### config.mk
export PLATFORM = sky130hd
export DESIGN_NAME = host_regs
export DESIGN_NICKNAME = d
export VERILOG_FILES = /design/src/subsys_pkg.sv /design/src/host_regs.sv
export VERILOG_INCLUDE_DIRS = /design/src
export SDC_FILE = /design/constraint.sdc
export NUM_CORES = 1
export LEC_CHECK = 0
export BUFFER_PORTS_ARGS = -buffer_cell sky130_fd_sc_hd__buf_2
export CAP_MARGIN = 15
export CORE_AREA = 2 2 62 53
export CTS_CLUSTER_DIAMETER = 60
export DETAILED_ROUTE_END_ITERATION = 10
export DIE_AREA = 0 0 64 55
export GPL_ROUTABILITY_DRIVEN = 0
export HOLD_SLACK_MARGIN = 0.1
export PLACE_DENSITY = 0.83
export RECOVER_POWER = 100
export REMOVE_ABC_BUFFERS = 1
export SYNTH_ARGS = -nofsm -noshare
export SYNTH_HDL_FRONTEND = slang
export SYNTH_SLANG_ARGS = --single-unit
export TNS_END_PERCENT = 30
### constraint.sdc
create_clock -name clk_i -period 4.9 [get_ports clk_i]
set_input_delay 0.49 -clock clk_i [delete_from_list [all_inputs] [get_ports clk_i]]
set_output_delay 0.49 -clock clk_i [all_outputs]
set_load 0.005 [all_outputs]
### src/subsys_settings.svh
// Width, region, memory and core count settings for the memory/host subsystem
`ifndef SUBSYS_SETTINGS_SVH
`define SUBSYS_SETTINGS_SVH

// Wishbone bus widths
`define DATA_WIDTH 32
`define ADDR_WIDTH 32
`define SEL_WIDTH 4

// Memory is 2**MEM_ADDR_BITS words
`define MEM_ADDR_BITS 10
`define MEM_LATENCY_CYCLES 3

// Cores reporting program finish
`define NUM_CORES 4

// Address bit 31 value for the host region, the other value selects memory
`define HOST_REGION_SEL 0

// Host address fields
`define HOST_REG_BITS 4
`define CORE_FIELD_BITS 2

`endif

### src/subsys_pkg.sv
// Wishbone request and response structs, address views, host register index
`include "subsys_settings.svh"

package subsys_pkg;

   typedef struct packed {
      logic                   cyc;
      logic                   stb;
      logic                   we;
      logic [`ADDR_WIDTH-1:0] adr;
      logic [`DATA_WIDTH-1:0] dat;
      logic [`SEL_WIDTH-1:0]  sel;
   } wb_req_s;

   typedef struct packed {
      logic                   ack;
      logic [`DATA_WIDTH-1:0] dat;
   } wb_resp_s;

   typedef enum logic [`HOST_REG_BITS-1:0] {
      REG_PUTCHAR = 4'd0,
      REG_FINISH  = 4'd1
   } host_reg_e;

   // Memory view: region, unused, word index, byte offset
   typedef struct packed {
      logic                                     region;
      logic [`ADDR_WIDTH-`MEM_ADDR_BITS-4:0]    unused;
      logic [`MEM_ADDR_BITS-1:0]                word;
      logic [1:0]                               offset;
   } mem_addr_s;

   // Host view: region, unused, register, core, byte offset
   typedef struct packed {
      logic                                                      region;
      logic [`ADDR_WIDTH-`HOST_REG_BITS-`CORE_FIELD_BITS-4:0]    unused;
      host_reg_e                                                 reg_idx;
      logic [`CORE_FIELD_BITS-1:0]                               core;
      logic [1:0]                                                offset;
   } host_addr_s;

   typedef union packed {
      mem_addr_s  mem;
      host_addr_s host;
   } wb_addr_u;

endpackage

### src/host_regs.sv
// Host register block
// Console character output and per-core program finish flags
`timescale 1ns/1ps
`include "subsys_settings.svh"

module host_regs
(
   input  logic                   clk_i,
   input  logic                   reset_i,
   input  logic                   start_i,
   input  subsys_pkg::wb_req_s    req_i,
   output logic                   done_o,
   output logic [`DATA_WIDTH-1:0] rdata_o,
   output logic                   putchar_v_o,
   output logic [7:0]             putchar_o,
   output logic [`NUM_CORES-1:0]  finish_o,
   output logic                   all_finish_o
);
   import subsys_pkg::*;

   wb_addr_u               addr_w;
   logic                   done_q;
   logic                   putchar_v_q;
   logic [7:0]             putchar_q;
   logic [`NUM_CORES-1:0]  finish_q;
   logic                   all_finish_q;
   logic [`DATA_WIDTH-1:0] rdata_q;
   logic                   put_wr_w;
   logic                   fin_wr_w;

   assign addr_w   = req_i.adr;
   assign put_wr_w = start_i && req_i.we && (addr_w.host.reg_idx == REG_PUTCHAR);
   assign fin_wr_w = start_i && req_i.we && (addr_w.host.reg_idx == REG_FINISH);

   always_ff @(posedge clk_i)
   begin
      if (reset_i)
      begin
         done_q       <= 1'b0;
         putchar_v_q  <= 1'b0;
         finish_q     <= '0;
         all_finish_q <= 1'b0;
      end
      else
      begin
         done_q       <= start_i;
         putchar_v_q  <= put_wr_w;
         all_finish_q <= &finish_q;
         // Core field picks the flag, data bit 0 sets or clears it
         if (fin_wr_w)
            finish_q[addr_w.host.core] <= req_i.dat[0];
      end
   end

   always_ff @(posedge clk_i)
   begin
      if (put_wr_w)
         putchar_q <= req_i.dat[7:0];
      if (start_i)
      begin
         if (addr_w.host.reg_idx == REG_FINISH)
            rdata_q <= `DATA_WIDTH'(finish_q);
         else
            rdata_q <= '0;
      end
   end

   assign done_o       = done_q;
   assign rdata_o      = rdata_q;
   assign putchar_v_o  = putchar_v_q;
   assign putchar_o    = putchar_q;
   assign finish_o     = finish_q;
   assign all_finish_o = all_finish_q;

endmodule

Word-level counts from Yosys, hierarchy flattened
Cells that the tools add are included.
W data, S select, Z words.
Word-level totals
  register bits: 47
  input bits: 74
  output and inout bits: 47
  logic and storage cells: 19
Operators by class
  magnitude comparators: 2
  equality and inequality tests: 1
  mux-type cells: 3
  reduce and logical (&&, ||, !) cells: 6
Operator list (number)
  $bwmux W4: 1
  $eq A4 B1 Y1 const B: 1
  $logic_and A1 B1 Y1: 4
  $logic_not A4 Y1: 1
  $reduce_and A4 Y1: 1
  $lt A2 B3 Y1 const B: 1
  $demux W1 S2: 1
  $ge A2 B1 Y1 const B: 1
  $mux W1: 1

Longest topological paths before layout
  word-level depth: 5
  mapped depth: 3
  depth with buffers taken out: 3

Worst setup path after synthesis
OpenSTA, ideal clock, no wires.
  path kind: input-to-reg
  start: input req_i[41] (netlist name)
  end: register putchar_q[0] (netlist: putchar_o[0]) (enable)
  setup time: 383 ps
  arrival: 1579 ps
  data required time: 4517 ps
  slack: 2938 ps
  stages: 2
  path buffers: 0
  path through: or3_2 nor3_1
Between the ends
  cells in the longest elaborated chain, start to end: 2
Ends and longest elaborated chain
  start: declaration: line host_regs.sv:11  | input subsys_pkg::wb_req_s req_i,
  $logic_not A4 Y1: line host_regs.sv:32  | assign put_wr_w = start_i && req_i.we && (addr_w.host.reg_idx == REG_PUTCHAR);
  $logic_and A1 B1 Y1: line host_regs.sv:32
  net put_wr_w: line host_regs.sv:28  | logic put_wr_w;
  end signal: assignment: line host_regs.sv:58  | putchar_q <= req_i.dat[7:0];
  end: declaration: line host_regs.sv:24  | logic [7:0] putchar_q;
The timed path passes the listed nets, and every way through them passes these cells.
A chain may end at the register's enable or synchronous reset.

Worst setup path in the final report
  start: input req_i[41] (netlist name)
  end: register finish_q[0] (netlist: finish_o[0])
Between the ends
  cells in the longest elaborated chain, start to end: 2
Ends and longest elaborated chain
  $eq A4 B1 Y1: line host_regs.sv:33  | assign fin_wr_w = start_i && req_i.we && (addr_w.host.reg_idx == REG_FINISH);
  $logic_and A1 B1 Y1: line host_regs.sv:33
  end signal: indexed assignment: line host_regs.sv:51  | finish_q[addr_w.host.core] <= req_i.dat[0];
  end: declaration: line host_regs.sv:25  | logic [`NUM_CORES-1:0] finish_q;
No other way between the ends.

==> flow_summary.toml <==
[clock_tree]
numCtsBuffers = 3
ctsResizeCount = 0
clock_tree.htree_level_count = 1
clk_latency_ns = 0.28
ctsHoldBuffers = 0
post_cts_setup_inserts = 0
clk_pin_slew_ns = 0.10
clockBufferDepth = 2
cts-root-buf = "sky130_fd_sc_hd__clkbuf_4"
clkSinkCount = 19
clock_tree_from_tritoncts = "yes"

[sta]
max_slew.worst_pin.slew_ns = 1.092
report.final.hold_viol_count = 0
fmaxAchievable_ghz = 0.4952
period_share = 0.4121
fin_skew_ns = 0.001912
period_needed_ns = 2.020
final_setup_violating_endpoints = 0
rsz0062_at_grt = "false"
final-max-slew-violation-count = 0
hold_slack_ns = 0.3723
worst_slew_margin_rel = 0.2615
totalNegativeSetupSlack_ns = 0

[place]
port_buffers = 36
place_hpwl_um = 1343
placed_area_um2 = 1065

[floorplan]
ioPinCount = 121
core_area_um2 = 2905
die_h_um = 55
fp.dieW_um = 64
die-area_um2 = 3520
floorplan.initialDensity = 0.3247
row_count = 18

[power_and_ir_drop]
p_sw_w = 0.00005835
total_leakage_power_nw = 0.4494
power_switching_share = 0.2173
power.combinational.fraction = 0.077
cellInternalPower_w = 0.0002102
power-per-cell-area_nw_per_um2 = 256.4
clkPwrFrac = 0.280
peakVddDrop_mv = 0.06780
seq_power_share = 0.643

[grt]
grt.met2_usage = 0.1563
grt-busiest-layer = "met2"
groute.layer.met1.usage = 0.09182
first_global_vias = 502
track_usage = 0.08798
initial_antenna_violation_count = 0
grt_overflow = 0
maximum_number_of_pins_on_one_net_before_global_route_repair = 12
grt.met3_usage = 0.02632
grt_first_pass_wirelength_um = 2235

[synthesis]
distinct_cell_type_count_of_the_synthesized_netlist = 18
ys_top_cells_by_area = "sky130_fd_sc_hd__edfxtp_1 (38%), sky130_fd_sc_hd__buf_4 (22%), sky130_fd_sc_hd__dfxtp_1 (15%)"
synth_top_area_frac = 0.3820
synth_edf_count = 12
synth_area_um2 = 943.4
seq_area_frac_synth = 0.5305
async_reset_ff_frac = 0
synth_seq_cells = 19
synth_cells = 74
synth_warnings = 0
dominantRegCellSynth = "sky130_fd_sc_hd__edfxtp_1"
syn-mean-instance-area_um2 = 12.75
synth_top_cell_by_area = "sky130_fd_sc_hd__edfxtp_1"

[setup_path]
critical_path.cell_chain = "buf_2 -> nor4b_1 -> nor4b_1 -> mux2i_1"
worst_path_dominant_cell_family = "simple AND/OR/NAND/NOR gates"
worstSetupPathType = "in2reg"
crit_path_top_delay_cell = "sky130_fd_sc_hd__nor4b_1"
endpoint_type_of_the_worst_setup_path = "flop"
startpoint_type = "input pin"
critical_path.n_buffers_inverters = 1
timing.critical_path.arrival_ns = 2.23
worstPathMaxFanout = 8
path_common_cell = "sky130_fd_sc_hd__nor4b_1"
worstPathRequired_ns = 5.11
cpPeakStageDelay_ns = 0.93

[detailed_routing]
drt_pass1_iterations = 2
drt_wl_total_um = 1609
drcViolationCount = 0
mean_routed_wirelength_per_cell_um = 10.52
drt-initial-drc-count = 9
routed_antenna_nets = 0
routed_vias_inst = 3.843
route.vias.total = 588

[final_layout]
ff_latch_area_um2 = 500.5
finalInstanceArea_um2 = 1047
layout.nets = 188
final_layout_size_suffix_gt1_frac = 0.3274
postLayoutCoreUtil = 0.3605
multiInputGateArea_um2 = 304.0
fillerInstances = 310
flow.area_growth_from_synthesis_pct = 11.01
antennaDiodeCount = 0

[flow_run]
max_cap_violations = 0

[outcome]
outcome = "complete, no violations"

[min_path]
timing.hold.worst.class = "in2reg"
placed cells by master (no fill, tap or decap):
master	count
sky130_fd_sc_hd__mux2i_1	4
sky130_fd_sc_hd__dfxtp_1	7
sky130_fd_sc_hd__clkinv_2	1
sky130_fd_sc_hd__conb_1	28
sky130_fd_sc_hd__nor4b_1	2
sky130_fd_sc_hd__clkbuf_1	12
sky130_fd_sc_hd__nand2b_1	3
sky130_fd_sc_hd__nor2_1	1
sky130_fd_sc_hd__nor2b_1	1
sky130_fd_sc_hd__clkbuf_4	3
sky130_fd_sc_hd__or2b_2	2
sky130_fd_sc_hd__and2_2	4
sky130_fd_sc_hd__nor4_1	1
sky130_fd_sc_hd__or3_2	1
sky130_fd_sc_hd__nand3_1	1
sky130_fd_sc_hd__and4_1	1
sky130_fd_sc_hd__nor3_1	1
sky130_fd_sc_hd__buf_2	24
sky130_fd_sc_hd__nand2_1	2
sky130_fd_sc_hd__and4bb_2	2
sky130_fd_sc_hd__edfxtp_1	12
kinds of logic (layout without fill, tap and decap cells):
group	Yosys count	in the layout	share of synthesized area
flops	19	19	0.5305
other cells	1	28	0.003975
buf+inv	28	40	0.2228
simple gates	22	22	0.2003
mux	4	4	0.04244
state kept, by name, indices dropped and copies added (netlist names):
signal and flops:
rdata_o 4, putchar_o 8, all_finish_o 1, done_o 1
putchar_v_o 1, finish_o 4
power groups by stage:
stage | Clock [W] | Sequential [W] | Combinational (W)
final | 0.0000751 | 0.000173 | 0.0000207
after CTS | 0.0000786 | 0.000173 | 0.0000231
after global routing | 0.0000860 | 0.000173 | 0.0000233
after floorplan | 0 | 0.000177 | 0.00000921
after detailed placement | 0 | 0.000176 | 0.0000230
after global placement | 0 | 0.000176 | 0.0000220
cell type report:
class,instances,area share
sequential,19,0.4779
multi-input combinational,54,0.2903
timing repair buffer,36,0.1577
tap,40,0.04779
clock buffer,3,0.02151
clock inverter,1,0.004779
final timing paths:
path,startpoint,to,slack [ns],depth (start not counted)
hold reg to reg,finish_o[3],all_finish_o,0.48,2
setup reg to reg,finish_o[0],finish_o[0],3.97,2
hold / removal,req_i[11],putchar_o[7],0.37,1
setup / recovery,req_i[41],finish_o[0],2.88,4
synth_stat cells (all sizes together) (2+ instances only):
library cell / number
buf: 28
and2: 4
and4bb: 2
nand2: 2
nand2b: 3
mux2i: 4
edfxtp: 12
dfxtp: 7
nor4b: 2
or2b: 2
stage by stage:
stage                     worst slack, ns  power (W)  cells
final                               2.880  0.0002685    153
after CTS                           2.917  0.0002744    153
after global routing                2.675  0.0002823    153
after global placement              2.602  0.0001983    149
after detailed placement            2.593  0.0001994    149
after floorplan                     2.938  0.0001860     73
routing by layer:
layer  vias to the layer above  wire, um  part of all wire
li1                        280         -                 -
met3                         2       217              0.13
met5                         -         0                 0
met2                        46       736              0.46
met1                       260       627              0.39
met4                         0        27             0.017
(Power assumes the default switching activity.)
